`config.mk`:
```
export PLATFORM = sky130hd
export DESIGN_NAME = aluUnit
export DESIGN_NICKNAME = d
export VERILOG_FILES = /design/src/rvPkg.sv /design/src/aluUnit.sv
export SDC_FILE = /design/constraint.sdc
export NUM_CORES = 1
export LEC_CHECK = 0
export ABC_CLOCK_PERIOD_IN_PS = 5300
export BUFFER_PORTS_ARGS = -buffer_cell sky130_fd_sc_hd__buf_2
export CAP_MARGIN = 30
export CORE_MARGIN = 3
export CORE_UTILIZATION = 61
export DETAILED_ROUTE_END_ITERATION = 8
export GPL_TIMING_DRIVEN = 0
export PLACE_DENSITY = 0.83
export SLEW_MARGIN = 30
export SYNTH_ARGS = -nofsm -noshare
export SYNTH_HDL_FRONTEND = slang
export SYNTH_SLANG_ARGS = --single-unit
```
`constraint.sdc`:
```
create_clock -name vclk -period 5.3
set_input_delay 0.265 -clock vclk [all_inputs]
set_output_delay 0.265 -clock vclk [all_outputs]
set_load 0.05 [all_outputs]
```
`src/rvPkg.sv`:
```
package rvPkg;

    localparam int xlen     = 32;
    localparam int regAddrW = 5;
    localparam int apbAddrW = 16;

    typedef enum logic [6:0] {
        LOAD   = 7'b0000011,
        OPIMM  = 7'b0010011,
        STORE  = 7'b0100011,
        BRANCH = 7'b1100011,
        OP     = 7'b0110011,
        SYSTEM = 7'b1110011
    } opcodeE;

    typedef enum logic [3:0] {
        ADD,
        SUB,
        AND,
        OR,
        SLL,
        SRL,
        SRA,
        EQ,
        NE
    } aluOpE;

    typedef enum logic [2:0] {
        IDLE,
        FETCH,
        EXECUTE,
        MEMORY,
        WRITEBACK,
        HALTED
    } cpuStateE;

    // APB map, region in pAddr[13:12]
    typedef enum logic [1:0] {
        IMEM = 2'd0,
        DMEM = 2'd1,
        REGS = 2'd2,   // read only
        CTRL = 2'd3
    } regionE;

    localparam logic [11:0] ctrlStartOff = 12'h000;
    localparam logic [11:0] ctrlPcOff    = 12'h004;

endpackage

```
`src/aluUnit.sv`:
```
`timescale 1ns/10ps

module aluUnit (
    input  rvPkg::aluOpE           aluOp,
    input  logic [rvPkg::xlen-1:0] opA,
    input  logic [rvPkg::xlen-1:0] opB,
    output logic [rvPkg::xlen-1:0] aluResult,
    output logic                   cond
);
    import rvPkg::*;

    logic [4:0] shamt;
    logic       equal;

    assign shamt = opB[4:0];
    assign equal = (opA == opB);

    always_comb begin
        case (aluOp)
            ADD:     aluResult = opA + opB;
            SUB:     aluResult = opA - opB;
            AND:     aluResult = opA & opB;
            OR:      aluResult = opA | opB;
            SLL:     aluResult = opA << shamt;
            SRL:     aluResult = opA >> shamt;
            SRA:     aluResult = $unsigned($signed(opA) >>> shamt);
            EQ, NE:  aluResult = opA - opB;
            default: aluResult = '0;
        endcase
    end

    // Branch condition
    always_comb begin
        case (aluOp)
            EQ:      cond = equal;
            NE:      cond = !equal;
            default: cond = 1'b0;
        endcase
    end

endmodule

```
# [After elaboration in Yosys (flattened, before gate mapping)]
# Index checks and enable logic that the tools add are counted.
# Widths: inputs -> output; s select.
[op_classes] addsub=2 n_eq_ne=9 shift=3 muxes=2 bitwise_logic=2 reduce_logical=3
[op_table] operator="$pmux 32 s7" count=1
[op_table] operator="$add 32x32->32" count=1
[op_table] operator="$and 32x32->32" count=1
[op_table] operator="$eq 32x32->1" count=1
[op_table] operator="$or 32x32->32" count=1
[op_table] operator="$shl 32x5->32" count=1
[op_table] operator="$shr 32x5->32" count=1
[op_table] operator="$sshr 32x5->32" count=1
[op_table] operator="$sub 32x32->32" count=1
[op_table] operator="$eq 4x3->1 const B" count=4
[op_table] operator="$eq 4x2->1 const B" count=2
[op_table] operator="$eq 4x1->1 const B" count=1
[op_table] operator="$eq 4x4->1 const B" count=1
[op_table] operator="$logic_not 4->1" count=1
[op_table] operator="$reduce_or 3->1" count=1
[op_table] operator="$pmux 1 s2" count=1
[op_table] operator="$logic_not 1->1" count=1
[word_totals] regBits=0 output_inout_bits=33 wordCells=21

# [Logic depth before layout (Yosys ltp)]
[depth] depth_word=3 depth_mapped=15 mapped_depth_nobuf=13

# [Worst setup path before layout]
# No wires, ideal clock.
[synth_timing] path_kind="input port to output port" start="in opB[3] in the netlist's numbering" end="out aluResult[27] in the netlist's numbering" t_arrival_ps=4146 required_time_ps=5035 slack_ps=889 path_stages=14 path_buffers=4 path_cell_list="inv_1 > clkbuf_1 > buf_1 > clkbuf_1 > ha_1 > buf_2 > nand2_1 > o31a_1 > a21o_1 > o21ai_2 > a31oi_1 > nor3_1 > mux2_2 > o21ai_0"
[synth_via] elab_chain_cells=2
[synth_lines] item="start, declared" line="aluUnit.sv:6" text="input logic [rvPkg::xlen-1:0] opB,"
[synth_lines] item="$sub 32x32->32, or another cell as far along" line="aluUnit.sv:21, aluUnit.sv:27"
[synth_lines] item="$pmux 32 s7 *" line="aluUnit.sv:19" text="case (aluOp)"
[synth_lines] item="end, declared" line="aluUnit.sv:7" text="output logic [rvPkg::xlen-1:0] aluResult,"
# Mark *: on every way between the ends. The rest lies on a longest branch, timed or not.

# [Worst setup path in the final report]
[layout_timing] start="in opB[3] in the netlist's numbering" end="out aluResult[23] in the netlist's numbering"
# The elaborated chain is that of the path after synthesis.

==> impl_metrics.ini <==
[placement]
dp_slack_ns = 0.05835
routabilityCongestion = 1.227
io_buffers = 98
placed_cell_area_sq_um = 9609
post-dp-hpwl_microns = 35460
dpl.cell_count = 1639

[global_route]
antenna_found_initial = 0
grt_overflow = 0
grt_pass1_vias = 11342
grt_pass1_wl_microns = 66370
track_usage_pct = 52.71
grt_max_degree = 13

[logic_synthesis]
syn_avg_cell_area_sq_um = 6.524
synth.top_cells.by_count = 179 x nor2_1, 132 x a21oi_1, 131 x nand2_1
syn_inst = 1361
yosysUniqueCellTypes = 79
ys_top_cells_by_area = ha_1 15%, nor2_1 7.6%, a21oi_1 7.4%
yosysTopAreaCell = ha_1
seq_area_frac_synth_pct = 0
ys_warn_count = 0
synthesis.area_sq_um = 8879
yosysTopAreaCellShare_pct = 14.52
yosysMostFrequentCell = nor2_1
syn-num-nets = 1534

[clock_tree]
postCtsResizedCells = 0
postCtsSetupBuffers = 0
ctsHoldBuffers = 0

[critical_path]
cp_top_family = compound AO/OA/AOI/OAI gates
cp.depth = 17
critPathBufInv = 7
startpoint_type = primary input
crit_arrival_ns = 4.80
crit_chain = buf_2 > inv_1 > clkbuf_1 > clkbuf_2 > clkbuf_2 > ha_1 > buf_2 > nor3b_1 > a2111oi_4 > o31a_1 > o21ai_2 > a31oi_2 > o31ai_1 > a21oi_1 > o21a_1 > o211ai_1 > buf_2
required_ns = 5.04
crit_type = primary input to output port
cp_max_fo = 11
cp-end-kind = output port
cpPeakStageDelay_ns = 0.64
crit_top_cell = buf_2
worst_path_max_delay_cell = o31ai_1

[drt]
drt_first_pass_iters = 9
vias = 12640
viasPerCell = 7.712
routed_wl_microns = 45220
final_antenna_net_count = 0
drc_errors = 20
avgRoutedWirePerCell_microns = 27.59
drt_iter0_markers = 2493

[power_and_ir_drop]
p_leak_nw = 4.255
power_w = 0.001281
vdd_ir_drop_max_uv = 101.1
power_density_nw_per_um2 = 132.9

[run_status]
status = complete, but fails checks
violations = design-rule violations

[finish]
nClkBuffers = 0
nFlopsAndLatches = 0
drive_above_1_share_pct = 13.57
diodes = 0
synthToLayoutAreaGrowth_pct = 8.526
fin_area_sq_um = 9635
num-fill-cells = 1329
stdcell_count = 1639
ff_latch_area_sq_um = 0
final_nets = 1634

[worst_hold_path]
hp-class = primary input to output port
hold_path_depth = 4

[timing]
hold_viol = 0
relSlewSlack_pct = 25.46
fin_crit_ns = 5.066
rsz0062_at_grt = false
worst_pin_slew_ns = 1.090
max_freq_ghz = 0.1974
slew_violations = 0
setup_viol = 0
worst_slack_ns = 0.2341
fin_crit_sh_pct = 95.58
tns_ns = 0

[job]
cap_viol_max_count = 0

[floorplan]
coreArea_sq_um = 14040
initial_core_util_pct = 63.23
dieArea_sq_um = 16040
io_pins = 101
num_rows = 43
die-height_microns = 126.6
die_x_microns = 126.6
cells in the final DEF (no fill, tap or decap), drive strengths merged, types with 14 or more instances in the layout:
cell / count
nor2: 179
buf: 138
a21oi: 132
nand2: 131
o21ai: 107
ha: 103
inv: 90
clkbuf: 64
nand3: 42
mux2i: 39
mux4: 28
o211ai: 28
a221oi: 23
nor3: 22
a21o: 21
a211oi: 17
o22ai: 16
nor2b: 15
a211o: 14
tightest hold or removal path, stage by stage:
cell	delay [ns]
buf_2	0.18
nand3b_1	0.14
mux2i_1	0.07
buf_2	0.20
logic make-up after synthesis:
group | Yosys count | synth area share [%]
AND/OR/NAND/NOR | 467 | 23.89
buffers and inverters | 198 | 8.822
AO/OA/AOI/OAI | 508 | 38.88
multiplexers | 80 | 13.15
XOR/XNOR | 3 | 0.2960
adder cells (fa/ha/maj) | 105 | 14.97
final timing paths:
path	start	end	slack [ns]
setup / recovery	opB[3]	aluResult[23]	0.23
hold / removal	aluOp[3]	cond	1.13
metrics by stage:
step / hold slack [ns] / util (%)
floorplan: 1.040 / -
global placement: 1.076 / 68.32
detailed placement: 1.109 / 68.43
CTS: 1.103 / 68.43
global route: 1.158 / 68.62
finish: 1.132 / 68.62
power breakdown:
| part | switching [W] | leakage [nW] | internal (W) |
|---|---|---|---|
| combinational | 0.000900 | 4.25 | 0.000380 |
| sequential | 0 | 0 | 0 |
| clock | 0 | 0 | 0 |
| total | 0.000900 | 4.25 | 0.000380 |
cell type report:
type | instances | area, sq um | share of cell area [%]
Inverter | 94 | 352.8 | 3.662
Tap cell | 180 | 225.2 | 2.337
Timing Repair Buffer | 98 | 490.5 | 5.090
Multi-Input combinational cell | 1163 | 8133 | 84.40
Buffer | 104 | 434.2 | 4.506
routing by layer:
metal | wire length [microns] | vias up | GRT usage, %
met2 | 17610 | 1357 | 75.78
met5 | 34 | - | 0
met3 | 7949 | 369 | 16.72
met4 | 4114 | 2 | 31.99
li1 | - | 5280 | -
met1 | 15510 | 5632 | 68.48
No activity file was read; power rests on OpenSTA's default activity.
