==> src/rvPkg.sv <==
package rvPkg;

    localparam int xlen     = 32;
    localparam int regAddrW = 5;
    localparam int apbAddrW = 16;

    typedef enum logic [6:0] {
        LOAD   = 7'b0000011,
        OPIMM  = 7'b0010011,
        STORE  = 7'b0100011,
        BRANCH = 7'b1100011,
        OP     = 7'b0110011,
        SYSTEM = 7'b1110011
    } opcodeE;

    typedef enum logic [3:0] {
        ADD,
        SUB,
        AND,
        OR,
        SLL,
        SRL,
        SRA,
        EQ,
        NE
    } aluOpE;

    typedef enum logic [2:0] {
        IDLE,
        FETCH,
        EXECUTE,
        MEMORY,
        WRITEBACK,
        HALTED
    } cpuStateE;

    // APB map, region in pAddr[13:12]
    typedef enum logic [1:0] {
        IMEM = 2'd0,
        DMEM = 2'd1,
        REGS = 2'd2,   // read only
        CTRL = 2'd3
    } regionE;

    localparam logic [11:0] ctrlStartOff = 12'h000;
    localparam logic [11:0] ctrlPcOff    = 12'h004;

endpackage

==> src/cycleSequencer.sv <==
`timescale 1ns/10ps

module cycleSequencer (
    input  logic                       clock,
    input  logic                       rst,
    input  logic                       pSel,
    input  logic                       pEnable,
    input  logic                       pWrite,
    input  logic [rvPkg::apbAddrW-1:0] pAddr,
    input  logic [rvPkg::xlen-1:0]     pWData,
    input  rvPkg::opcodeE              opcode,
    input  logic [rvPkg::xlen-1:0]     pc,
    input  logic                       cond,
    input  logic [rvPkg::xlen-1:0]     memRData,
    input  logic [rvPkg::xlen-1:0]     dbgData,
    output logic                       pReady,
    output logic [rvPkg::xlen-1:0]     ctrlRData,
    output logic                       instrLoad,
    output logic                       pcRestart,
    output logic                       pcAdvance,
    output logic                       pcBranch,
    output logic                       regWriteEn,
    output logic                       dmemWriteEn,
    output logic                       apbOwnsMem,
    output rvPkg::cpuStateE            state
);
    import rvPkg::*;

    cpuStateE    nextState;
    regionE      region;
    logic [11:0] offset;
    logic        running;
    logic        halted;
    logic        startReq;
    logic        branchStep;
    logic        retire;

    assign region  = regionE'(pAddr[13:12]);
    assign offset  = pAddr[11:0];
    assign running = (state != IDLE) && (state != HALTED);
    assign halted  = (state == HALTED);

    ////////////////////////////////////////
    // APB side
    ////////////////////////////////////////
    assign pReady     = (region == CTRL) || !running;   // RAMs and regs wait for halt
    assign apbOwnsMem = !running && ((region == IMEM) || (region == DMEM));
    assign startReq   = pSel && pEnable && pWrite && (region == CTRL)
                        && (offset == ctrlStartOff) && pWData[0];

    always_comb begin
        case (region)
            REGS: ctrlRData = dbgData;
            CTRL: begin
                if (offset == ctrlPcOff)
                    ctrlRData = pc;
                else if (offset == ctrlStartOff)
                    ctrlRData = {{(xlen-2){1'b0}}, halted, running};
                else
                    ctrlRData = '0;
            end
            default: ctrlRData = memRData;
        endcase
    end

    ////////////////////////////////////////
    // Instruction cycle
    ////////////////////////////////////////
    always_comb begin
        nextState = state;
        case (state)
            FETCH: nextState = EXECUTE;
            EXECUTE: begin
                case (opcode)
                    OP, OPIMM:   nextState = WRITEBACK;
                    LOAD, STORE: nextState = MEMORY;
                    SYSTEM:      nextState = HALTED;
                    default:     nextState = FETCH;   // Branches and unknown opcodes
                endcase
            end
            MEMORY:    nextState = (opcode == LOAD) ? WRITEBACK : FETCH;
            WRITEBACK: nextState = FETCH;
            default:   nextState = state;
        endcase
        if (startReq)
            nextState = FETCH;
    end

    always_ff @(posedge clock) begin
        if (rst)
            state <= IDLE;
        else
            state <= nextState;
    end

    // Last cycle of a non-branch instruction moves the PC on
    assign branchStep = (state == EXECUTE) && (opcode == BRANCH);
    assign retire     = running && (state != FETCH) && (nextState == FETCH) && !branchStep;

    assign instrLoad   = (state == FETCH);
    assign pcRestart   = startReq;
    assign pcBranch    = branchStep && cond;
    assign pcAdvance   = retire || (branchStep && !cond);
    assign regWriteEn  = (state == WRITEBACK);
    assign dmemWriteEn = (state == MEMORY) && (opcode == STORE);

endmodule

==> config.mk <==
export PLATFORM = sky130hd
export DESIGN_NAME = cycleSequencer
export DESIGN_NICKNAME = d
export VERILOG_FILES = /design/src/rvPkg.sv /design/src/cycleSequencer.sv
export SDC_FILE = /design/constraint.sdc
export NUM_CORES = 1
export LEC_CHECK = 0
export ABC_AREA = 1
export BUFFER_PORTS_ARGS = -buffer_cell sky130_fd_sc_hd__buf_2
export CAP_MARGIN = 10
export CORE_AREA = 3 3 77 79
export CTS_CLUSTER_DIAMETER = 30
export DETAILED_ROUTE_END_ITERATION = 6
export DIE_AREA = 0 0 80 82
export MAX_ROUTING_LAYER = met4
export PLACE_DENSITY = 0.62
export SKIP_LAST_GASP = 1
export SLEW_MARGIN = 15
export SYNTH_ARGS = -nofsm -noshare
export SYNTH_HDL_FRONTEND = slang
export SYNTH_SLANG_ARGS = --single-unit
==> constraint.sdc <==
create_clock -name clock -period 1.55 [get_ports clock]
set_clock_uncertainty 0.1 [all_clocks]
set_input_delay 0.0775 -clock clock [delete_from_list [all_inputs] [get_ports clock]]
set_output_delay 0.0775 -clock clock [all_outputs]
set_load 0.02 [all_outputs]
Word level (Yosys, flattened, before mapping)
Cells that the tools add are included.
- register bits after elaboration: 3
- input port bits: 157
- output and inout bits: 43
- logic and storage cells: 51
- equality and inequality tests: 18
- mux-type cells: 7
- reductions and logical operators: 25
- operators with widths (operator ; number):
    32-bit one-hot mux with 2 select lines ; 1
    32-bit two-way mux ; 1
    7-bit by 6-bit == test with 1-bit output, second input constant ; 2
    7-bit == test, second input constant ; 2
    1-bit logical AND ; 14
    12-bit by 3-bit == test with 1-bit output, second input constant ; 1
    12-bit logical NOT ; 1
    3-bit one-hot mux with 4 select lines ; 1
    3-bit one-hot mux with 3 select lines ; 1
    7-bit by 2-bit == test with 1-bit output, second input constant ; 1
    7-bit by 5-bit == test with 1-bit output, second input constant ; 1
    3-bit by 1-bit == test with 1-bit output, second input constant ; 2
    3-bit by 2-bit == test with 1-bit output, second input constant ; 2
    3-bit == test, second input constant ; 2
    3-bit two-way mux ; 2
    2-bit == test, second input constant ; 2
    2-bit OR reduction ; 2
    1-bit logical NOT ; 3
    1-bit logical OR ; 3
    3-bit by 1-bit != test with 1-bit output, second input constant ; 1
    3-bit != test, second input constant ; 1
    3-bit nonzero test ; 1
    2-bit by 1-bit == test with 1-bit output, second input constant ; 1
    2-bit logical NOT ; 1
    2-bit two-way mux ; 1

Depth between registers and ports, before layout
Gate-level depths: netlist (run 1).
- depth after elaboration: 10
- mapped depth: 10
- gate-level depth less buffers: 10

Least setup slack after synthesis (run 1)
No wires, ideal clock.
- path kind: register to output
- from: reg state[1]
- to: out pcAdvance
- data arrival time: 1.370 ns
- required time: 1.372 ns
- setup slack: 0.002 ns
- stages on the path, launching flop included: 6
- buffers on the path: 0
- cell sequence: dfxtp_1 nand2_2 nor2_2 nand2_2 nor4_4 nor2_2
- cells in the longest elaborated chain, start to end: 7
- elaborated cells between the ends (all ways): 18
- classes of those cells: eq/ne: 7; mux: 2; reduce/logical: 9
- RTL lines (what ; RTL line ; RTL):
    start, declared ; cycleSequencer.sv:25 ; output rvPkg::cpuStateE state
    start signal, assigned ; cycleSequencer.sv:93 ; state <= nextState;
    3-bit == test, or another cell as far along ; cycleSequencer.sv:71 ; case (state)
    3-bit one-hot mux with 4 select lines ; cycleSequencer.sv:71 ;
    3-bit two-way mux ; cycleSequencer.sv:85 ; if (startReq)
    3-bit by 1-bit == test with 1-bit output ; cycleSequencer.sv:98 ; assign retire = running && (state != FETCH) && (nextState == FETCH) && !branchStep;
    1-bit logical AND (2 in series) ; cycleSequencer.sv:98 ;
    1-bit logical OR * ; cycleSequencer.sv:103 ; assign pcAdvance = retire || (branchStep && !cond);
    end, declared ; cycleSequencer.sv:20 ; output logic pcAdvance,
Mark *: on every way between the ends. The rest lies on a longest branch, timed or not.

Worst setup path in the final report (run 1)
- from: reg state[1]
- to: reg state[2]
- cells in the longest elaborated chain, start to end: 3
- elaborated cells between the ends (all ways): 6
- classes of those cells: eq/ne: 4; mux: 2
- RTL lines (what ; RTL line):
    3-bit == test, or another cell as far along ; cycleSequencer.sv:71
    3-bit one-hot mux with 4 select lines * ; cycleSequencer.sv:71
    3-bit two-way mux * ; cycleSequencer.sv:85
Marks and branches as above.
A chain may end at the register's enable or synchronous reset.

==> results of run 1 <==
-- critical path, delay by kind of cell, from the launching register on --
| kind | cells | cell delay, ns |
|---|---|---|
| buf+inv | 4 | 0.46 |
| simple gates | 6 | 0.57 |
| flops | 1 | 0.40 |
-- metrics by stage --
stage / utilization / instances / setup slack, ns
2_1_floorplan: - / 225 / 0.00219
3_3_place_gp: 0.382 / 460 / 0.0850
3_5_place_dp: 0.382 / 460 / 0.0722
4_1_cts: 0.420 / 475 / -0.0186
5_1_grt: 0.434 / 479 / -0.135
6_report: 0.434 / 479 / -0.0445
-- layout make-up --
type                       instances  share of cell area
multi-input combinational        193               0.414
clock buffer                       4              0.0192
sequential                         3              0.0293
tap                               72              0.0384
inverter                          17              0.0309
timing repair buffer             190               0.468
-- metal layers --
metal / track usage / vias to the layer above / part of all wire
li1: - / 1107 / -
met1: 0.155 / 954 / 0.37
met2: 0.282 / 106 / 0.51
met3: 0.0395 / 6 / 0.11
met4: 0.0422 / 0 / 0.010
met5: - / - / 0
-- synthesized netlist by cell type --
library cell   n
inv_1         14
nor3_1         1
nor4_4         1
o211ai_1       1
clkinv_2       1
nor2_2         5
nor2_4         1
nor3_2         1
nor3b_1        1
dfxtp_1        3
nor2_1        12
a21oi_1        2
a21boi_2       1
inv_2          2
buf_2          4
a22o_1         1
nand2_2        4
nand4_1        2
nand3_2        5
buf_1          2
buf_6          3
clkbuf_1       3
nand3_1       66
nand2_1       88
a41oi_1        1
-- report_power, final --
part	internal (mW)	leakage, nW	total [mW]	switching (mW)
sequential	0.0850	0.0263	0.0989	0.0139
clock	0.177	0.0228	0.245	0.0677
combinational	0.375	1.32	0.765	0.390
total	0.637	1.37	1.11	0.471
-- logic make-up after synthesis --
family	synth area share
buffers and inverters	0.122
AND/OR/NAND/NOR	0.783
flip-flops	0.0535
AO/OA/AOI/OAI	0.0412
-- path summary, 6_finish.rpt --
kind                              end           startpoint  cells past startpoint
setup reg to reg  state[2]$_SDFF_PP0_  state[1]$_SDFF_PP0_                     10
setup / recovery  state[2]$_SDFF_PP0_  state[1]$_SDFF_PP0_                     10
hold reg to reg   state[0]$_SDFF_PP0_  state[2]$_SDFF_PP0_                      3
hold / removal    state[0]$_SDFF_PP0_            opcode[4]                      4
-- timing repair --
item | CTS | global route
pin swaps | 5 | 3
hold buffers | 1 | 0
endpoints found under the hold margin | 3 | 0
setup endpoints to repair | 4 | 22
resized for setup | 18 | 14
setup buffers | 10 | 5
==> flow_metrics.tcl, run 1 <==
set metrics [dict create \
    cts_buffer_depth 2 \
    vias 2173 \
    largest_register "state" \
    hold_viol 0 \
    start_kind "flip-flop" \
    tns_ns -0.0945 \
    placed_cell_area_um2 2070 \
    syn_inst 225 \
    period_minus_slack_ns 1.59 \
    wl_mm 5.64 \
    synth_area_leader_cell "nand2_1" \
    synth.cell_area_um2 1120 \
    worst-endpoint-arrival_ns 1.66 \
    die_h_um 82 \
    first_iter_violations 66 \
    antenna-diode-count 0 \
    syn_avg_cell_area_um2 4.99 \
    drv_cap 0 \
    die-area_um2 6560 \
    layout.nets 565 \
    synth_area_leaders "nand2_1 29%, nand3_1 29%, dfxtp_1 5.3%, inv_1 4.7%, nand3_2 4.5%" \
    power_density_nw_per_um2 472 \
    fin_area_um2 2350 \
    num_rows 27 \
    cts_tree "done" \
    clk_pin_slew_worst_paths_ns 0.04 \
    grt_pass1_vias 1837 \
    drive_gt1_frac 0.541 \
    post_drt_wl_per_cell_um 11.8 \
    min_path_type "in2reg" \
    mostFrequentLayoutCell "buf_2" \
    die_width_um 80 \
    yosysUniqueCellTypes 25 \
    max_slew_margin 0.835 \
    clk_latency_ns 0.23 \
    io_buffers 166 \
    coreArea_um2 5410 \
    ir_drop_v 0.000534 \
    htreeDepth 1 \
    total_leakage_power_nw 1.37 \
    whs_ns 0.114 \
    ant_nets 0 \
    ios 200 \
    final_cell_mix "159 x buf_2, 88 x nand2_1, 65 x nand3_1, 20 x buf_4, 14 x inv_1" \
    critical_path_class "reg2reg" \
    end_kind "flip-flop" \
    grt_usage 0.151 \
    grt_first_pass_wirelength_mm 7.82 \
    numCtsBuffers 3 \
    start_util 0.208 \
    viasPerCell 4.54 \
    syn-num-nets 382 \
    seqCellArea_um2 68.8 \
    violations "negative setup slack" \
    synth_seq_cells 3 \
    crit_top_cell "nand3_2" \
    setup_violations 3 \
    multi_input_area_um2 971 \
    r2r_setup_slack_ns -0.04 \
    required_ns 1.61 \
    antenna_found_initial 0 \
    total_power_mw 1.11 \
    crit_fanout 5 \
    yosysWarningCount 0 \
    area_delta_synth_final_pct 109 \
    crit_chain "nand2_4 > nor2_4 > nand3_2 > nand3_2 > nand3_2 > buf_4 > buf_6 > buf_6 > buf_4 > nor2_1" \
    grt_overflow 0 \
    grt_start_max_net_pins 33 \
    final_max_slew_viol_count 0 \
    cp_slowest_stage_delay_ns 0.40 \
    setup_slack_ns -0.0445 \
    status "finished, violations left" \
    cts-root-buf "clkbuf_8" \
    ys_seq_area_frac 0.0535 \
    crit_slowest_cell "dfxtp_4" \
    gp_congestion 0.814 \
    grt_setup_unrepaired "true" \
    max_freq_ghz 0.627 \
    firstDrtPassIters 4 \
    tightest_slew_ns 0.247 \
    top_regs "state x3" \
    largest_reg_flops 3 \
    cts.sinks 3 \
    hpwl_mm 4.40 \
    fillers 587 \
    synth_top_area_share 0.294 \
    fin_crit_sh 1.03 \
    drc 0 \
]
Power figures use the tool's default switching activity.
==> run 2, diff against run 1 <==
clock period = 1.85 ns   (was 1.55 ns; I/O delays follow)
==> flow_metrics.tcl, run 2 (synthesis results as in run 1) <==
set metrics [dict create \
    clk_latency_ns 0.21 \
    area_delta_synth_final_pct 86.5 \
    swShare 0.436 \
    ff2ff_path_depth 6 \
    multi_input_area_um2 933 \
    vias 2042 \
    grt_setup_unrepaired "false" \
    mostFrequentLayoutCell "buf_2" \
    cp_top_family "flip-flops" \
    p_int_uw 437 \
    tns_ns 0 \
    worst-endpoint-arrival_ns 1.53 \
    numCtsBuffers 3 \
    ir_drop_v 0.000698 \
    worst-path-buf-inv 1 \
    required_ns 1.66 \
    fin_util 0.388 \
    start_util 0.208 \
    max_freq_ghz 0.581 \
    crit_slowest_cell "dfxtp_1" \
    min_path_type "in2reg" \
    cts-root-buf "clkbuf_8" \
    fillers 602 \
    period_minus_slack_ns 1.72 \
    ios 200 \
    crit_chain "nor2_1 > nand2_2 > a21boi_2 > nand3_1 > nand2_1 > o211ai_1 > nand2_1 > buf_2" \
    crit_fanout 6 \
    hpwl_mm 4.36 \
    start_kind "flip-flop" \
    grt_start_max_net_pins 33 \
    dpl_worst_slack_ns 0.332 \
    cts.sinks 3 \
    drive_gt1_frac 0.508 \
    top_regs "state x3" \
    pwr-share-comb 0.654 \
    coreArea_um2 5410 \
    gp_congestion 0.857 \
    final_cell_mix "166 x buf_2, 88 x nand2_1, 66 x nand3_1, 14 x inv_1, 11 x nor2_1" \
    num_rows 27 \
    crit_top_cell "nand2_1" \
    hold_viol 0 \
    drv_cap 0 \
    post_drt_wl_per_cell_um 11.3 \
    tightest_slew_ns 0.361 \
    critical_path_class "reg2out" \
    ant_nets 0 \
    switching_power_uw 338 \
    largest_register "state" \
    grt_pass1_vias 1709 \
    seqCellArea_um2 61.3 \
    total_power_uw 775 \
    final_max_slew_viol_count 0 \
    antenna_found_initial 1 \
    power_density_nw_per_um2 370 \
    setup_violations 0 \
    htreeDepth 1 \
    io_buffers 166 \
    cp.depth 8 \
    end_kind "primary output" \
    drc 0 \
    cts_buffer_depth 2 \
    die_h_um 82 \
    wl_mm 5.22 \
    grt_overflow 0 \
    clk_pin_slew_worst_paths_ns 0.03 \
    status "finished, final reports clean" \
    grt_first_pass_wirelength_mm 7.25 \
    viasPerCell 4.41 \
    first_iter_violations 82 \
    p_clk_frac 0.239 \
    fin_crit_sh 0.930 \
    cp_slowest_stage_delay_ns 0.45 \
    die-area_um2 6560 \
    max_slew_margin 0.759 \
    cts_tree "done" \
    setup_slack_ns 0.129 \
    total_leakage_power_nw 1.26 \
    die_width_um 80 \
    grt_usage 0.137 \
    p_seq_frac 0.107 \
    firstDrtPassIters 4 \
    hold_depth 4 \
    largest_reg_flops 3 \
    layout.nets 548 \
]
==> run 2: changes by cell type in the layout (fill, tap and decap cells not counted), moves of 2 or more <==
cell | previous run | this run
buf_4 | 20 | 5
dfxtp_4 | 2 | 0
inv_2 | 0 | 2
buf_6 | 6 | 0
buf_2 | 159 | 166
buf_12 | 3 | 1
nor2_1 | 9 | 11
nor2_4 | 5 | 2
dfxtp_1 | 0 | 2
==> run 2: what timing repair did <==
action | in CTS | in global routing
setup buffers | 0 | 0
endpoints found under the hold margin | 3 | 0
endpoints found under the setup margin | 0 | 2
hold buffers | 1 | 0
gates resized for setup | 0 | 2
==> run 2: tightest hold or removal path: stages <==
cell and delay, ns:
buf_2 0.09, nand3_1 0.07, nand2_1 0.07, a41oi_1 0.10
==> run 2: power by group through the flow <==
stage / clock network (mW) / registers [mW] / logic [mW]
2_1_floorplan: 0 / 0.0880 / 0.265
3_3_place_gp: 0 / 0.0830 / 0.503
3_5_place_dp: 0 / 0.0828 / 0.507
4_1_cts: 0.190 / 0.0820 / 0.510
5_1_grt: 0.197 / 0.0846 / 0.558
6_report: 0.185 / 0.0828 / 0.507
==> run 2: metrics by stage <==
step	area (µm²)	hold WS, ns	cells
5_1_grt	2100	0.190	463
3_3_place_gp	2030	0.190	457
6_report	2100	0.155	463
2_1_floorplan	1120	0.0649	225
3_5_place_dp	2030	0.192	457
4_1_cts	2090	0.153	462
==> run 2: final cells by class <==
cell class	instances	area share
antenna	1	0.00119
clock buffer	4	0.0215
sequential	3	0.0293
multi-input combinational	193	0.445
timing repair buffer	173	0.429
inverter	17	0.0310
tap	72	0.0430
==> run 2: routing by layer <==
layer | vias to the layer above | routed length [µm] | GRT usage
met5 | - | 0 | -
met1 | 881 | 2050 | 0.156
met2 | 91 | 2570 | 0.252
li1 | 1070 | - | -
met4 | 0 | 0 | 0.00676
met3 | 0 | 595 | 0.0384
==> run 2: worst paths after layout <==
check	startpoint	endpoint	slack, ns
max	state[1]$_SDFF_PP0_	ctrlRData[0]	0.13
min	opcode[4]	state[0]$_SDFF_PP0_	0.16
max reg2reg	state[1]$_SDFF_PP0_	state[2]$_SDFF_PP0_	0.56
min reg2reg	state[2]$_SDFF_PP0_	state[0]$_SDFF_PP0_	0.48
==> run 3, diff against run 2 <==
ABC_AREA = not set   (was 1)
CORE_AREA = 3 3 76 78   (was 3 3 77 79)
DIE_AREA = 0 0 79 81   (was 0 0 80 82)
PLACE_DENSITY = 0.71   (was 0.62)
==> flow_metrics.tcl, run 3 <==
set metrics [dict create \
    min_path_type "in2reg" \
    ff2ff_path_depth 5 \
    viasPerCell 4.77 \
    drc 0 \
    dpl_worst_slack_ns -0.0991 \
    die-area_um2 6400 \
    crit_fanout 6 \
    gp_congestion 0.783 \
    cp_top_family "simple AND/OR/NAND/NOR gates" \
    endpoint "ctrlRData[28]" \
    setup_slack_ns -0.0693 \
    synth_edf_count 0 \
    hold_viol 0 \
    largest_reg_flops 3 \
    firstDrtPassIters 4 \
    grt_usage 0.181 \
    synth-main-ff-cell "dfxtp_1" \
    synth.cell_area_um2 1450 \
    reg2reg_from "state[2]$_SDFF_PP0_" \
    yosysUniqueCellTypes 38 \
    stdcell_count 442 \
    synth_area_leader_cell "and2b_4" \
    fin_area_um2 2670 \
    vias 2110 \
    synth_seq_cells 3 \
    placed_cell_area_um2 2300 \
    coreArea_um2 5140 \
    grt_start_max_net_pins 26 \
    crit_chain "buf_6 > or4_4 > nor4_4 > buf_4 > buf_12 > buf_12 > nand3_2 > nand2_2 > buf_6" \
    critical_path_class "in2out" \
    timing.rr.end "state[2]$_SDFF_PP0_" \
    grt_first_pass_wirelength_mm 9.26 \
    worst-path-buf-inv 5 \
    async_flop_share 0 \
    syn_inst 205 \
    total_leakage_power_nw 1.35 \
    top_regs "state x3" \
    largest_register "state" \
    violations "negative setup slack" \
    antenna_found_initial 0 \
    worst-endpoint-arrival_ns 1.73 \
    grt_overflow 0 \
    tightest_slew_ns 0.366 \
    grtUsageMet2 0.359 \
    cts-root-buf "clkbuf_8" \
    critPathLaunch "pAddr[7]" \
    power_density_nw_per_um2 293 \
    final_cell_mix "133 x buf_2, 29 x a21oi_2, 28 x and2b_4, 23 x nand2_1, 23 x buf_4" \
    synth_common_cells "32 x nand2_1, 32 x nand3_1, 29 x a21oi_2" \
    post_drt_wl_per_cell_um 14.1 \
    io_buffers 166 \
    ys_seq_area_frac 0.0414 \
    die_width_um 79 \
    cts_tree "done" \
    use_met1 0.188 \
    syn-num-nets 362 \
    status "finished, violations left" \
    num_rows 26 \
    grt_pass1_vias 2067 \
    layout.nets 530 \
    r2r_setup_slack_ns 0.40 \
    yosysWarningCount 0 \
    drv_cap 0 \
    busiest_layer "met2" \
    first_iter_violations 34 \
    ant_nets 0 \
    hpwl_mm 4.68 \
    crit_slowest_cell "or4_4" \
    area_delta_synth_final_pct 84.0 \
    antenna-diode-count 0 \
    setup_violations 15 \
    cts.sinks 3 \
    fin_crit_sh 1.04 \
    clk_latency_ns 0.21 \
    cp_slowest_stage_delay_ns 0.55 \
    grt_setup_unrepaired "true" \
    ios 200 \
    mostFrequentLayoutCell "buf_2" \
    wl_mm 6.24 \
    start_kind "input port" \
    synth_top_area_share 0.193 \
    drive_gt1_frac 0.718 \
    dp_cells 432 \
    clk_pin_slew_worst_paths_ns 0.03 \
    required_ns 1.66 \
    use_met3 0.0266 \
    start_util 0.282 \
    htreeDepth 1 \
    synth_area_leaders "and2b_4 19%, a21oi_2 18%, nand3_1 11%, nand2_1 8.3%, buf_6 4.7%" \
    ir_drop_v 0.000421 \
    die_h_um 81 \
    max_freq_ghz 0.521 \
    end_kind "primary output" \
    fillers 507 \
    period_minus_slack_ns 1.92 \
    numCtsBuffers 3 \
    cp.depth 9 \
    cts_buffer_depth 2 \
    final_max_slew_viol_count 0 \
    max_slew_margin 0.756 \
    syn_avg_cell_area_um2 7.07 \
]
==> run 3: cell types whose count changed after synthesis, moves of 5 or more <==
cell     previous run  this run
nand2_1            88        32
nor2_2              5         0
nand3_2             5         0
a21oi_2             0        29
inv_1              14         2
nand3_1            66        32
nor2b_1             0         8
and2b_4             0        28
==> run 3: cells by family (layout without fill, tap and decap cells) <==
| group | Yosys count | count (layout) | share of synthesized area |
|---|---|---|---|
| simple gates | 135 | 135 | 0.584 |
| compound gates | 46 | 46 | 0.248 |
| buf+inv | 20 | 187 | 0.119 |
| flops | 3 | 3 | 0.0414 |
| mux | 1 | 1 | 0.00690 |
==> run 3: metal layers <==
layer | wire length (µm) | vias up
met5 | 0 | -
met4 | 53 | 0
met3 | 556 | 6
met2 | 3310 | 99
met1 | 2320 | 950
li1 | - | 1055
==> run 3: worst min path at each step <==
stage               slack (ns)  depth (start not counted)             endpoint       from
CTS                       0.12                          3  state[2]$_SDFF_PP0_  opcode[5]
finish                    0.13                          3  state[2]$_SDFF_PP0_  opcode[5]
global route              0.15                          3  state[2]$_SDFF_PP0_  opcode[5]
floorplan                 0.06                          1  state[0]$_SDFF_PP0_        rst
detailed placement        0.20                          2  state[0]$_SDFF_PP0_        rst
global placement          0.19                          2  state[0]$_SDFF_PP0_        rst
==> run 3: stage by stage <==
stage               power (mW)  hold WS (ns)  TNS, ns  utilization
finish                   0.782         0.134   -0.484        0.519
global route             0.830         0.148    -2.62        0.519
CTS                      0.773         0.125   -0.458        0.511
detailed placement       0.528         0.199    -1.26        0.447
global placement         0.521         0.190   -0.644        0.447
floorplan                0.324        0.0616        0            -
==> run 3: layout make-up <==
cell class                 instances  area (µm²)  area share
inverter                           3        11.3     0.00422
multi-input combinational        182        1330       0.497
clock buffer                       4        45.0      0.0169
tap                               70        87.6      0.0328
sequential                         3        60.1      0.0225
timing repair buffer             180        1140       0.426
==> run 3: worst register-to-register path, delay by kind of cell (launching register included) <==
family,cells,cell delay (ns)
flops,1,0.35
simple gates,3,0.53
compound gates,1,0.23
buf+inv,1,0.17
==> run 3: timing repair <==
action	4_1_cts	5_1_grt
hold endpoints to repair	3	0
gates resized for setup	59	18
hold buffers	1	0
endpoints found under the setup margin	17	32
buffers inserted	5	0
pin swaps	17	11
gates cloned	1	0
==> run 3: power by group <==
group / switching, mW / leakage, nW / internal [mW]
Clock: 0.0429 / 0.0228 / 0.147
Sequential: 0.00000101 / 0.0241 / 0.0652
Combinational: 0.246 / 1.31 / 0.281
Total: 0.289 / 1.35 / 0.493
