[src/rvPkg.sv]
package rvPkg;

    localparam int xlen     = 32;
    localparam int regAddrW = 5;
    localparam int apbAddrW = 16;

    typedef enum logic [6:0] {
        LOAD   = 7'b0000011,
        OPIMM  = 7'b0010011,
        STORE  = 7'b0100011,
        BRANCH = 7'b1100011,
        OP     = 7'b0110011,
        SYSTEM = 7'b1110011
    } opcodeE;

    typedef enum logic [3:0] {
        ADD,
        SUB,
        AND,
        OR,
        SLL,
        SRL,
        SRA,
        EQ,
        NE
    } aluOpE;

    typedef enum logic [2:0] {
        IDLE,
        FETCH,
        EXECUTE,
        MEMORY,
        WRITEBACK,
        HALTED
    } cpuStateE;

    // APB map, region in pAddr[13:12]
    typedef enum logic [1:0] {
        IMEM = 2'd0,
        DMEM = 2'd1,
        REGS = 2'd2,   // read only
        CTRL = 2'd3
    } regionE;

    localparam logic [11:0] ctrlStartOff = 12'h000;
    localparam logic [11:0] ctrlPcOff    = 12'h004;

endpackage

[src/instrDecoder.sv]
`timescale 1ns/10ps

module instrDecoder (
    input  logic                       clock,
    input  logic                       rst,
    input  logic                       instrLoad,
    input  logic [rvPkg::xlen-1:0]     instrIn,
    output rvPkg::opcodeE              opcode,
    output rvPkg::aluOpE               aluOp,
    output logic [rvPkg::xlen-1:0]     imm,
    output logic                       useImm,
    output logic [rvPkg::regAddrW-1:0] rs1,
    output logic [rvPkg::regAddrW-1:0] rs2,
    output logic [rvPkg::regAddrW-1:0] rd
);
    import rvPkg::*;

    logic [xlen-1:0] instr;
    logic [2:0]      funct3;
    logic            funct7b5;

    // Instruction register, loaded at the end of FETCH
    always_ff @(posedge clock) begin
        if (rst)
            instr <= '0;
        else if (instrLoad)
            instr <= instrIn;
    end

    assign opcode   = opcodeE'(instr[6:0]);
    assign funct3   = instr[14:12];
    assign funct7b5 = instr[30];
    assign rs1      = instr[19:15];
    assign rs2      = instr[24:20];
    assign rd       = instr[11:7];
    assign useImm   = opcode inside {LOAD, OPIMM, STORE};

    always_comb begin
        case (opcode)
            LOAD, OPIMM: imm = {{20{instr[31]}}, instr[31:20]};
            STORE:       imm = {{20{instr[31]}}, instr[31:25], instr[11:7]};
            BRANCH: begin
                imm = {{19{instr[31]}}, instr[31], instr[7], instr[30:25],
                       instr[11:8], 1'b0};
            end
            default:     imm = '0;
        endcase
    end

    always_comb begin
        case (opcode)
            OP, OPIMM: begin
                case (funct3)
                    3'b000:  aluOp = (opcode == OP && funct7b5) ? SUB : ADD;
                    3'b001:  aluOp = SLL;
                    3'b101:  aluOp = funct7b5 ? SRA : SRL;
                    3'b110:  aluOp = OR;
                    3'b111:  aluOp = AND;
                    default: aluOp = ADD;
                endcase
            end
            BRANCH:  aluOp = funct3[0] ? NE : EQ;
            default: aluOp = ADD;   // Address add for lw and sw
        endcase
    end

endmodule

[config.mk]
export PLATFORM = sky130hd
export DESIGN_NAME = instrDecoder
export DESIGN_NICKNAME = d
export VERILOG_FILES = /design/src/rvPkg.sv /design/src/instrDecoder.sv
export SDC_FILE = /design/constraint.sdc
export NUM_CORES = 1
export LEC_CHECK = 0
export ABC_AREA = 1
export BUFFER_PORTS_ARGS = -buffer_cell sky130_fd_sc_hd__buf_2
export CELL_PAD_IN_SITES_DETAIL_PLACEMENT = 1
export CELL_PAD_IN_SITES_GLOBAL_PLACEMENT = 1
export CORE_MARGIN = 2
export CORE_UTILIZATION = 30
export DETAILED_ROUTE_END_ITERATION = 7
export HOLD_SLACK_MARGIN = 0.08
export PLACE_DENSITY = 0.79
export SLEW_MARGIN = 5
export SYNTH_ARGS = -nofsm -noshare
export SYNTH_HDL_FRONTEND = slang
export SYNTH_SLANG_ARGS = --single-unit
[constraint.sdc]
create_clock -name clock -period 2.7 [get_ports clock]
set_input_delay 0.54 -clock clock [delete_from_list [all_inputs] [get_ports clock]]
set_output_delay 0.54 -clock clock [all_outputs]
set_load 0.005 [all_outputs]
Word level (Yosys, flattened, before mapping). Cells that the tools add are included.

Output and inout port bits: 59. Bits in registers: 32.

Mux-type cells: 6. Reduce and logical (&&, ||, !) cells: 5. Equality and inequality tests: 9.

Operator list (number): $pmux 32 s3 (1); $pmux 3 s5 (1); $eq 7x6->1 const B (2); $eq 3x3->1 const B (3); $pmux 4 s2 (1); $eq 7x2->1 const B (1); $eq 7x5->1 const B (1); $eq 7x7->1 const B (1); $mux 4 (1); $reduce_or 2->1 (2); $eq 3x1->1 const B (1); $logic_not 3->1 (1); $reduce_bool 3->1 (1); $mux 2 (1); $logic_and 1x1->1 (1); $mux 1 (1).

Logic depth before layout (Yosys ltp). Gate-level depths: netlist of run 1.

Word-level depth: 5. Mapped depth: 7. Depth with buffers taken out: 7.

Least setup slack after synthesis of run 1. No wires, ideal clock.

Path kind: reg-to-output. Start: register instr[1]. End: output imm[13] in the netlist's numbering. Arrival: 1.647 ns. Path buffers: 1. Cell stages (with the launch flop): 6. Data required time: 2.160 ns. Setup slack: 0.513 ns. Path through: dfxtp_1 -> nand2_1 -> nor2_4 -> o21ai_2 -> nor2_1 -> buf_4.

Cells in the longest elaborated chain, start to end: 3. Elaborated cells on any way between the ends: 6. Classes of those cells: 4 x eq/ne; 1 x mux; 1 x reduce/logical.

Ends and longest elaborated chain: from (decl) (line instrDecoder.sv:18) `logic [xlen-1:0] instr;`; from (signal assigned) (line instrDecoder.sv:27) `instr <= instrIn;`; $eq 7x2->1 / $eq 7x5->1 (equally long branches) (line instrDecoder.sv:39) `case (opcode)`; $reduce_or 2->1 (line instrDecoder.sv:39); $pmux 32 s3 (*) (line instrDecoder.sv:39); to (decl) (line instrDecoder.sv:10) `output logic [rvPkg::xlen-1:0] imm,`.

Every way passes the cells marked *; elsewhere a longest branch is shown, timed or not.

Worst setup path in the final report of run 1.
Start: register instr[0]. End: output imm[31] in the netlist's numbering.

The elaborated chain is that of the path after synthesis.

==> reports/results.txt, run 1 <==
Outcome = finished, final reports clean
Largest area contributor in the netlist = dfxtp_1
Clock skew = 0 ns
RSZ-0062 raised after global routing = no
Largest net degree at the start of global routing = 33
Setup TNS = 0 ns
Final min period = 2.10 ns
Clock Sinks = 32
Top post-synthesis cells by area = dfxtp_1 (35%), buf_4 (17%), nand2_1 (13%)
Initial core utilization = 0.307
Hold Buf Count CTS = 0
DP Worst Slack = 0.875 ns
Critical path, cell by cell = nand2_1 > nor2_4 > o21ai_2 > nor2_1 > buf_4 > buf_2
Worst-Skew Late Latency = 0.27 ns
Startpoint Class = flop
CTS max path bufs = 2
Psw = 255 uW
Worst slew pin tran = 0.758 ns
Register share of total power = 0.530
Max Clk Rate = 476 MHz
Multiplexer area fraction after synthesis = 0
Max FFs per register = 32
Hold slack final = 0.460 ns
FP Rows = 28
Post-synthesis adder-cell area fraction = 0
Yosys top cell area share = 0.354
CTS buffer count = 5
Final WS setup = 0.601 ns
IO Count = 94
CP required = 2.16 ns
Die Footprint = 6670 um^2
Die width = 81.7 um
Syn Std Cell Area = 1810 um^2
Final hold viol count = 0
Hold crit path type = flop to flop
H-tree depth = 2
Routed Antenna Nets = 0
Largest family of logic cells by synthesized area = buffers and inverters
Post-synthesis compound-gate area fraction = 0.159
Clock network fraction of design power = 0.324
DP Cell Count = 359
Wire per inst = 12.8 um
Share of flip-flops with an asynchronous set or reset = 0
Vias = 1587
Most flop-heavy register = instr
Antenna diode count = 0
# Post-CTS Setup Buffers = 0
Pint = 729 uW
Syn_nets = 274
Worst EP arrival = 1.56 ns
Port bufs = 93
Number of synthesized flops with an enable pin = 0
Worst-path clk slew = 0.06 ns
Yosys Warn Count = 0
Crit path buf inv count = 2
Core area = 5890 um^2
Worst setup EP type = output pin
Worst slew margin = 0.494
Synth cell count leaders = nand2_1 (63), buf_4 (41), dfxtp_1 (32), nor2_1 (29), a21oi_1 (17)
WS Path Type = flop to output pin
Number of synthesized register bits = 32
Setup-failing EPs final = 0
Share of layout cells above drive strength 1 = 0.443
Netlist cell types = 22
All-layer global routing usage = 0.142
Period utilization = 0.777
Synth Area per Inst = 7.57 um^2
Biggest regs = instr x32
Crit path max fanout = 20
CP top delay family = simple AND/OR/NAND/NOR gates
Synth Area in Simple Gates = 0.236
CP max stage delay = 0.35 ns
Top-count cell post-synth = nand2_1
Vias in the first global route = 1583
Cells after synthesis = 239
Area grow syn2layout = 14.6%
Routability cong. = 0.779
Grt ovf = 0
Seq/Total Area, Yosys = 0.354
Pre-Repair DR Iteration Count = 4
Max VDD drop = 0.187 mV
Root Buffer = clkbuf_8
Slowest cell on the critical path = dfxtp_1
DRC Markers = 0
Detailed Route Iter0 Violations = 62
Vias per cell = 4.36
Comb power frac = 0.146
Main flop type after synthesis = dfxtp_1
Leak = 1.09 nW
Final Util = 0.352
Sw frac = 0.259
Xor and xnor fraction of the mapped netlist area = 0
Non-filler cells, final = 364
Post-Route WL = 4640 um
Max Cap Viol = 0
Resized cells post-CTS = 0
Fin nets = 326
Pwr Density = 475 nW/um^2
First-pass GRT wire length = 7290 um
Die height = 81.7 um
TritonCTS clock tree = built
Antenna violations before repair = 0
DP HPWL = 3600 um
Pins over their slew limit = 0
[cell usage in the layout, fill, tap and decap left out]
cell,netlist,layout
o22ai_1,1,1
nor2_4,1,1
inv_2,4,4
inv_1,14,14
a21oi_1,17,17
nor3_2,1,1
nand3_1,3,3
buf_2,3,93
buf_4,41,3
nand3_2,2,2
nor2_2,1,1
nand2_1,63,63
clkbuf_8,0,5
a211oi_2,14,14
dfxtp_1,32,32
o21ai_0,1,1
nor2_1,29,29
a211oi_1,1,1
o21ai_2,1,1
nand2_2,3,3
[power groups by stage]
stage / registers [mW] / clock network, mW / logic, mW
2_1_floorplan: 0.526 / 0 / 0.117
3_3_place_gp: 0.531 / 0 / 0.142
3_5_place_dp: 0.532 / 0 / 0.146
4_1_cts: 0.522 / 0.337 / 0.146
5_1_grt: 0.525 / 0.367 / 0.162
6_report: 0.522 / 0.319 / 0.143
[worst paths after layout]
| path | end | slack, ns | from | depth (start not counted) |
|---|---|---|---|---|
| setup / recovery | imm[31] | 0.60 | instr[0]$_SDFFE_PP0P_ | 6 |
| hold / removal | instr[19]$_SDFFE_PP0P_ | 0.46 | instr[19]$_SDFFE_PP0P_ | 2 |
| setup reg to reg | instr[6]$_SDFFE_PP0P_ | 1.92 | instr[6]$_SDFFE_PP0P_ | 2 |
| hold reg to reg | instr[19]$_SDFFE_PP0P_ | 0.46 | instr[19]$_SDFFE_PP0P_ | 2 |
[final cells by class]
type,count,area [um^2]
clock buffers,5,68.8
multi-input cells,138,714
inverters,18,67.6
fillers,773,3810
repair buffers,96,488
well taps,75,93.8
flip-flops and latches,32,641
[worst min-delay path: stages (launching register included)]
cell and delay [ns]:
dfxtp_1 0.31, nand2_1 0.06, a21oi_1 0.05
[metal layers]
metal,part of all wire,vias up,track usage
li1,-,808,-
met1,0.42,744,0.162
met2,0.54,35,0.258
met3,0.037,0,0.0363
met4,0,0,0.0417
met5,0,-,0
[kinds of logic after synthesis]
kind of cell,after synthesis
simple gates,103
buf+inv,69
compound gates,35
flops,32
[stage by stage]
stage          power (mW)  area [um^2]
2_1_floorplan       0.643         1810
3_3_place_gp        0.673         2000
3_5_place_dp        0.678         2000
4_1_cts              1.01         2070
5_1_grt              1.05         2070
6_report            0.984         2070
No activity file was read; power rests on OpenSTA's default activity.
==> run 2, diff against run 1 <==
--- a/config.mk
+++ b/config.mk
@@ -5,15 +5,15 @@
 export SDC_FILE = /design/constraint.sdc
 export NUM_CORES = 1
 export LEC_CHECK = 0
-export ABC_AREA = 1
+export ABC_AREA = 0
 export BUFFER_PORTS_ARGS = -buffer_cell sky130_fd_sc_hd__buf_2
 export CELL_PAD_IN_SITES_DETAIL_PLACEMENT = 1
 export CELL_PAD_IN_SITES_GLOBAL_PLACEMENT = 1
 export CORE_MARGIN = 2
-export CORE_UTILIZATION = 30
+export CORE_UTILIZATION = 28
 export DETAILED_ROUTE_END_ITERATION = 7
 export HOLD_SLACK_MARGIN = 0.08
-export PLACE_DENSITY = 0.79
+export PLACE_DENSITY = 0.76
 export SLEW_MARGIN = 5
 export SYNTH_ARGS = -nofsm -noshare
 export SYNTH_HDL_FRONTEND = slang
==> constraint.sdc (replaced) <==
create_clock -name clock -period 1.9 [get_ports clock]
set_input_delay 0.38 -clock clock [delete_from_list [all_inputs] [get_ports clock]]
set_output_delay 0.38 -clock clock [all_outputs]
set_load 0.005 [all_outputs]
==> reports/results.txt, run 2 <==
Initial core utilization = 0.294 (was 0.307)
Post-Route WL = 4560 um (was 4640 um)
Worst slew pin tran = 0.587 ns (was 0.758 ns)
Biggest regs = instr x32 (unchanged)
Vias = 1485 (was 1587)
Max VDD drop = 0.306 mV (was 0.187 mV)
Worst setup EP type = output pin (unchanged)
CTS max path bufs = 2 (unchanged)
Non-filler cells, final = 331 (was 364)
Yosys top cell area share = 0.364 (was 0.354)
TritonCTS clock tree = built (unchanged)
CTS buffer count = 5 (unchanged)
Synth cell count leaders = buf_4 (45), nor2_1 (40), dfxtp_1 (32), mux2i_1 (32), and2_1 (7) (was nand2_1 (63), buf_4 (41), dfxtp_1 (32), nor2_1 (29), a21oi_1 (17))
Worst R2R Start = instr[6]$_SDFFE_PP0P_ (unchanged)
FF-to-FF path depth = 3 (was 2)
DRC Markers = 0 (unchanged)
Fin nets = 290 (was 326)
Max Cap Viol = 0 (unchanged)
Pwr Density = 716 nW/um^2 (was 475 nW/um^2)
CP required = 1.52 ns (was 2.16 ns)
Cells after synthesis = 196 (was 239)
Core area = 5990 um^2 (was 5890 um^2)
Clock Sinks = 32 (unchanged)
All-layer global routing usage = 0.126 (was 0.142)
Die Footprint = 6930 um^2 (was 6670 um^2)
Routed Antenna Nets = 0 (unchanged)
Detailed Route Iter0 Violations = 23 (was 62)
Period utilization = 0.981
Largest area contributor in the netlist = dfxtp_1 (unchanged)
Top-count cell post-synth = buf_4 (was nand2_1)
Final WS setup = 0.0360 ns (was 0.601 ns)
RSZ-0062 raised after global routing = yes (was no)
H-tree depth = 2 (unchanged)
Final Util = 0.377 (was 0.352)
Antenna diode count = 0 (unchanged)
Port bufs = 93 (unchanged)
Number of synthesized register bits = 32 (unchanged)
Grt ovf = 0 (unchanged)
Worst reg-to-reg setup slack = 1.05 ns (was 1.92 ns)
Worst min-delay path endpoint = instr[22]$_SDFFE_PP0P_ (was instr[19]$_SDFFE_PP0P_)
Setup-failing EPs final = 0 (unchanged)
Seq/Total Area, Yosys = 0.364 (was 0.354)
Vias per cell = 4.49 (was 4.36)
Root Buffer = clkbuf_8 (unchanged)
Share of layout cells above drive strength 1 = 0.496 (was 0.443)
HP Start = instrIn[22] (was instr[19]$_SDFFE_PP0P_)
Pre-Repair DR Iteration Count = 4 (unchanged)
Leak = 1.18 nW (was 1.09 nW)
Wire per inst = 13.8 um (was 12.8 um)
Syn_nets = 231 (was 274)
Worst-Skew Late Latency = 0.29 ns (was 0.27 ns)
Hold crit path type = input pin to flop (was flop to flop)
Hold depth = 3 (was 2)
Vias in the first global route = 1504 (was 1583)
Startpoint Class = flop (unchanged)
Antenna violations before repair = 0 (unchanged)
Share of flip-flops with an asynchronous set or reset = 0 (unchanged)
Routability cong. = 0.697 (was 0.779)
Syn Std Cell Area = 1760 um^2 (was 1810 um^2)
Max Clk Rate = 536 MHz
Synth Area per Inst = 8.98 um^2 (was 7.57 um^2)
Worst EP arrival = 1.48 ns (was 1.56 ns)
Worst slew margin = 0.609 (was 0.494)
Most common cell after layout, fill and taps aside = buf_2 (unchanged)
Hold Buf Count CTS = 0 (unchanged)
Max FFs per register = 32 (unchanged)
Critical R2R Capture = instr[6]$_SDFFE_PP0P_ (unchanged)
Die height = 83.3 um (was 81.7 um)
Largest net degree at the start of global routing = 33 (unchanged)
DP Worst Slack = 0.165 ns (was 0.875 ns)
WS Path Type = flop to output pin (unchanged)
Netlist cell types = 22 (unchanged)
First-pass GRT wire length = 7160 um (was 7290 um)
Number of synthesized flops with an enable pin = 0 (unchanged)
Worst-path clk slew = 0.07 ns (was 0.06 ns)
Pins over their slew limit = 0 (unchanged)
Final hold viol count = 0 (unchanged)
Top post-synthesis cells by area = dfxtp_1 (36%), buf_4 (19%), mux2i_1 (18%) (was dfxtp_1 (35%), buf_4 (17%), nand2_1 (13%))
Crit path max fanout = 5 (was 20)
DP Cell Count = 318 (was 359)
FP Rows = 28 (unchanged)
Area grow syn2layout = 28.4% (was 14.6%)
DP HPWL = 3220 um (was 3600 um)
Main flop type after synthesis = dfxtp_1 (unchanged)
Most flop-heavy register = instr (unchanged)
Outcome = finished, final reports clean (unchanged)
Final min period = 1.86 ns
Clock skew = 0 ns (unchanged)
Die width = 83.3 um (was 81.7 um)
Most frequent cells in the layout = buf_2 (86), nor2_1 (39), mux2i_1 (32) (was buf_2 (93), nand2_1 (63), dfxtp_1 (32))
IO Count = 94 (unchanged)
Yosys Warn Count = 0 (unchanged)
==> run 2: cell types whose count changed in the layout (fill, tap and decap cells not counted), moves of 11 or more <==
cell	before	now
a211oi_2	14	1
a21oi_1	17	6
buf_6	0	11
inv_1	14	2
mux2i_1	0	32
nand2_1	63	2
==> run 2: what timing repair did <==
action / 4_1_cts / 5_1_grt
buffers inserted: 2 / 1
gates cloned: 1 / 2
setup endpoints to repair: 29 / 28
pin swaps: 3 / 5
resized for setup: 9 / 17
==> run 2: routing by layer <==
metal,track usage,routed length [um],share of wire
met3,0.0497,452,0.099
met4,0.0402,59,0.013
met2,0.221,2200,0.48
met1,0.140,1850,0.41
met5,0,0,0
==> run 2: worst max path at each step <==
stage	start	endpoint	slack, ns
2_1_floorplan	instr[3]$_SDFFE_PP0P_	imm[13]	0.04
3_3_place_gp	instr[5]$_SDFFE_PP0P_	imm[0]	0.25
3_5_place_dp	instr[5]$_SDFFE_PP0P_	imm[0]	0.16
4_1_cts	instr[2]$_SDFFE_PP0P_	imm[14]	-0.006
5_1_grt	instr[3]$_SDFFE_PP0P_	imm[16]	-0.05
6_report	instr[3]$_SDFFE_PP0P_	imm[16]	0.04
==> run 2: power by group <==
part	switching, mW	leakage, nW	internal [mW]
registers	0.0359	0.267	0.712
clock network	0.273	0.0541	0.388
logic	0.0955	0.855	0.112
==> run 2: layout make-up <==
cell class              count  area [um^2]
fillers                   717         3730
multi-input cells         110          777
flip-flops and latches     32          651
repair buffers            104          619
well taps                  75         93.8
clock buffers               5         68.8
clock inverters             3         42.5
inverters                   2         7.51
==> run 2: logic make-up after synthesis <==
group / Yosys count / share of synthesized area
and+or+nand+nor: 66 / 0.192
buffers and inverters: 54 / 0.213
muxes: 32 / 0.182
DFF: 32 / 0.364
AOI/OAI and AO/OA: 12 / 0.0491
==> run 2: worst max-delay path, stage by stage, from the launching register on <==
cell	delay, ns
dfxtp_2	0.32
nand4bb_4	0.23
nor3b_4	0.21
and2_4	0.21
buf_6	0.12
buf_2	0.11
==> run 2: stage by stage <==
step	area, um^2	setup TNS (ns)	hold slack, ns	power [mW]
global placement	2010	0	0.465	0.956
detailed placement	2010	0	0.478	0.964
floorplan	1760	0	0.452	0.906
global route	2260	-0.896	0.327	1.70
finish	2260	0	0.324	1.62
CTS	2170	-0.0245	0.314	1.64
==> run 3, diff against run 2 <==
--- a/config.mk
+++ b/config.mk
@@ -13,7 +13,7 @@
 export CORE_UTILIZATION = 28
 export DETAILED_ROUTE_END_ITERATION = 7
 export HOLD_SLACK_MARGIN = 0.08
-export PLACE_DENSITY = 0.76
+export PLACE_DENSITY_LB_ADDON = 0.1
 export SLEW_MARGIN = 5
 export SYNTH_ARGS = -nofsm -noshare
 export SYNTH_HDL_FRONTEND = slang
==> reports/results.txt, run 3 (same netlist as run 2, synthesis figures left out) <==
Hold slack final = 0.329 ns (was 0.324 ns)
IO Count = 94 (unchanged)
Worst slew pin tran = 0.593 ns (was 0.587 ns)
Antenna violations before repair = 0 (unchanged)
Share of layout cells above drive strength 1 = 0.475 (was 0.496)
Slowest cell on the critical path = dfxtp_2 (unchanged)
Worst-Skew Late Latency = 0.28 ns (was 0.29 ns)
Worst-path clk slew = 0.06 ns (was 0.07 ns)
Clock network fraction of design power = 0.336 (was 0.409)
Met2 Use GR = 0.221 (about the same)
Largest net degree at the start of global routing = 33 (unchanged)
CP max stage delay = 0.32 ns (about the same)
Comb power frac = 0.147 (was 0.128)
Final hold viol count = 0 (unchanged)
GRT busiest layer = met2 (unchanged)
Grt met1 use = 0.148 (was 0.140)
Max FFs per register = 32 (unchanged)
Sw frac = 0.254 (was 0.250)
CP top delay family = simple AND/OR/NAND/NOR gates (unchanged)
Detailed Route Iter0 Violations = 31 (was 23)
Pins over their slew limit = 0 (unchanged)
Root Buffer = clkbuf_8 (unchanged)
Pint = 1.08 mW (was 1.21 mW)
All-layer global routing usage = 0.131 (was 0.126)
WS Path Type = flop to output pin (unchanged)
Die Footprint = 6930 um^2 (unchanged)
Pre-Repair DR Iteration Count = 2 (was 4)
DP HPWL = 3260 um (was 3220 um)
Clock skew = 0 ns (unchanged)
Die height = 83.3 um (unchanged)
Startpoint Class = flop (unchanged)
Routed Antenna Nets = 0 (unchanged)
Worst setup EP type = output pin (unchanged)
Period utilization = 0.987 (was 0.981)
Antenna diode count = 0 (unchanged)
Vias in the first global route = 1505 (was 1504)
Setup-failing EPs final = 0 (unchanged)
Leak = 1.16 nW (was 1.18 nW)
FP Rows = 28 (unchanged)
Hold crit path type = input pin to flop (unchanged)
Die width = 83.3 um (unchanged)
M3 GR Usage = 0.0557 (was 0.0497)
Worst EP arrival = 1.50 ns (was 1.48 ns)
H-tree depth = 2 (unchanged)
Crit path buf inv count = 2 (unchanged)
Vias = 1452 (was 1485)
DRC Markers = 0 (unchanged)
Max VDD drop = 0.360 mV (was 0.306 mV)
Grt ovf = 0 (unchanged)
Final min period = 1.88 ns (was 1.86 ns)
Psw = 367 uW (was 405 uW)
Clock Sinks = 32 (unchanged)
Outcome = finished, final reports clean (unchanged)
Port bufs = 93 (unchanged)
Fin nets = 290 (unchanged)
Pwr Density = 664 nW/um^2 (was 716 nW/um^2)
Post-Route WL = 4370 um (was 4560 um)
Initial core utilization = 0.294 (unchanged)
Register share of total power = 0.517 (was 0.463)
Non-filler cells, final = 330 (was 331)
Most common cell after layout, fill and taps aside = buf_2 (unchanged)
Worst slew margin = 0.604 (was 0.609)
TritonCTS clock tree = built (unchanged)
DP Cell Count = 318 (unchanged)
Max Clk Rate = 533 MHz (was 536 MHz)
CTS buffer count = 5 (unchanged)
Biggest regs = instr x32 (unchanged)
Setup TNS = 0 ns (unchanged)
CP required = 1.52 ns (about the same)
First-pass GRT wire length = 7250 um (was 7160 um)
Most flop-heavy register = instr (unchanged)
Wire per inst = 13.2 um (was 13.8 um)
RSZ-0062 raised after global routing = yes (unchanged)
CTS max path bufs = 2 (unchanged)
Routability cong. = 0.740 (was 0.697)
Crit path max fanout = 10 (was 5)
Vias per cell = 4.40 (was 4.49)
Critical path, cell by cell = nand4bb_4 > nor3b_4 > and2_4 > buf_6 > buf_2 (unchanged)
Max Cap Viol = 0 (unchanged)
Most frequent cells in the layout = buf_2 (93), nor2_1 (40), mux2i_1 (32) (was buf_2 (86), nor2_1 (39), mux2i_1 (32))
Core area = 5990 um^2 (unchanged)
Area grow syn2layout = 23.5% (was 28.4%)
-- run 3: stage by stage --
stage	total power [mW]	worst slack, ns	instance area, um^2	util
finish	1.44	0.0241	2170	0.363
global placement	0.964	0.180	2010	0.335
floorplan	0.906	0.0445	1760	-
global route	1.54	-0.0645	2170	0.363
detailed placement	0.966	0.111	2010	0.335
CTS	1.48	-0.0291	2140	0.358
-- run 3: area by class of cell --
cell class | instances | area [um^2]
fill | 743 | 3820
tap | 75 | 93.8
sequential | 32 | 646
multi-input combinational | 110 | 777
inverter | 2 | 7.51
clock buffer | 6 | 72.6
clock inverter | 1 | 5.00
timing repair buffer | 104 | 572
-- run 3: worst paths after layout --
| path | slack, ns | from | endpoint | cells past startpoint |
|---|---|---|---|---|
| max | 0.02 | instr[2]$_SDFFE_PP0P_ | imm[30] | 5 |
| min | 0.33 | instrIn[20] | instr[20]$_SDFFE_PP0P_ | 3 |
| max reg2reg | 1.00 | instr[6]$_SDFFE_PP0P_ | instr[6]$_SDFFE_PP0P_ | 4 |
| min reg2reg | 0.49 | instr[29]$_SDFFE_PP0P_ | instr[29]$_SDFFE_PP0P_ | 2 |
-- run 3: worst min-delay path, delay by kind of cell --
family        cells  cell delay, ns
buf+inv           1            0.07
mux               1            0.05
simple gates      1            0.07
-- run 3: power by group through the flow --
stage               combinational (mW)  sequential (mW)  clock, mW
finish                           0.213            0.745      0.485
CTS                              0.213            0.746      0.518
global placement                 0.205            0.759          0
global route                     0.240            0.753      0.542
floorplan                        0.158            0.748          0
detailed placement               0.207            0.759          0
-- run 3: what timing repair did --
item	in CTS	in global routing
gates resized for setup	9	4
cloned	1	0
pin swaps	1	4
endpoints found under the setup margin	23	31
hold buffers	0	0
buffers inserted	1	3
-- run 3: per-layer routing --
layer  routed length, um  vias to the layer above  share of wire
met1                1800                      662           0.41
met5                   0                        -              0
met2                2090                       65           0.48
met3                 412                        8          0.094
li1                    -                      717              -
met4                  64                        0          0.015
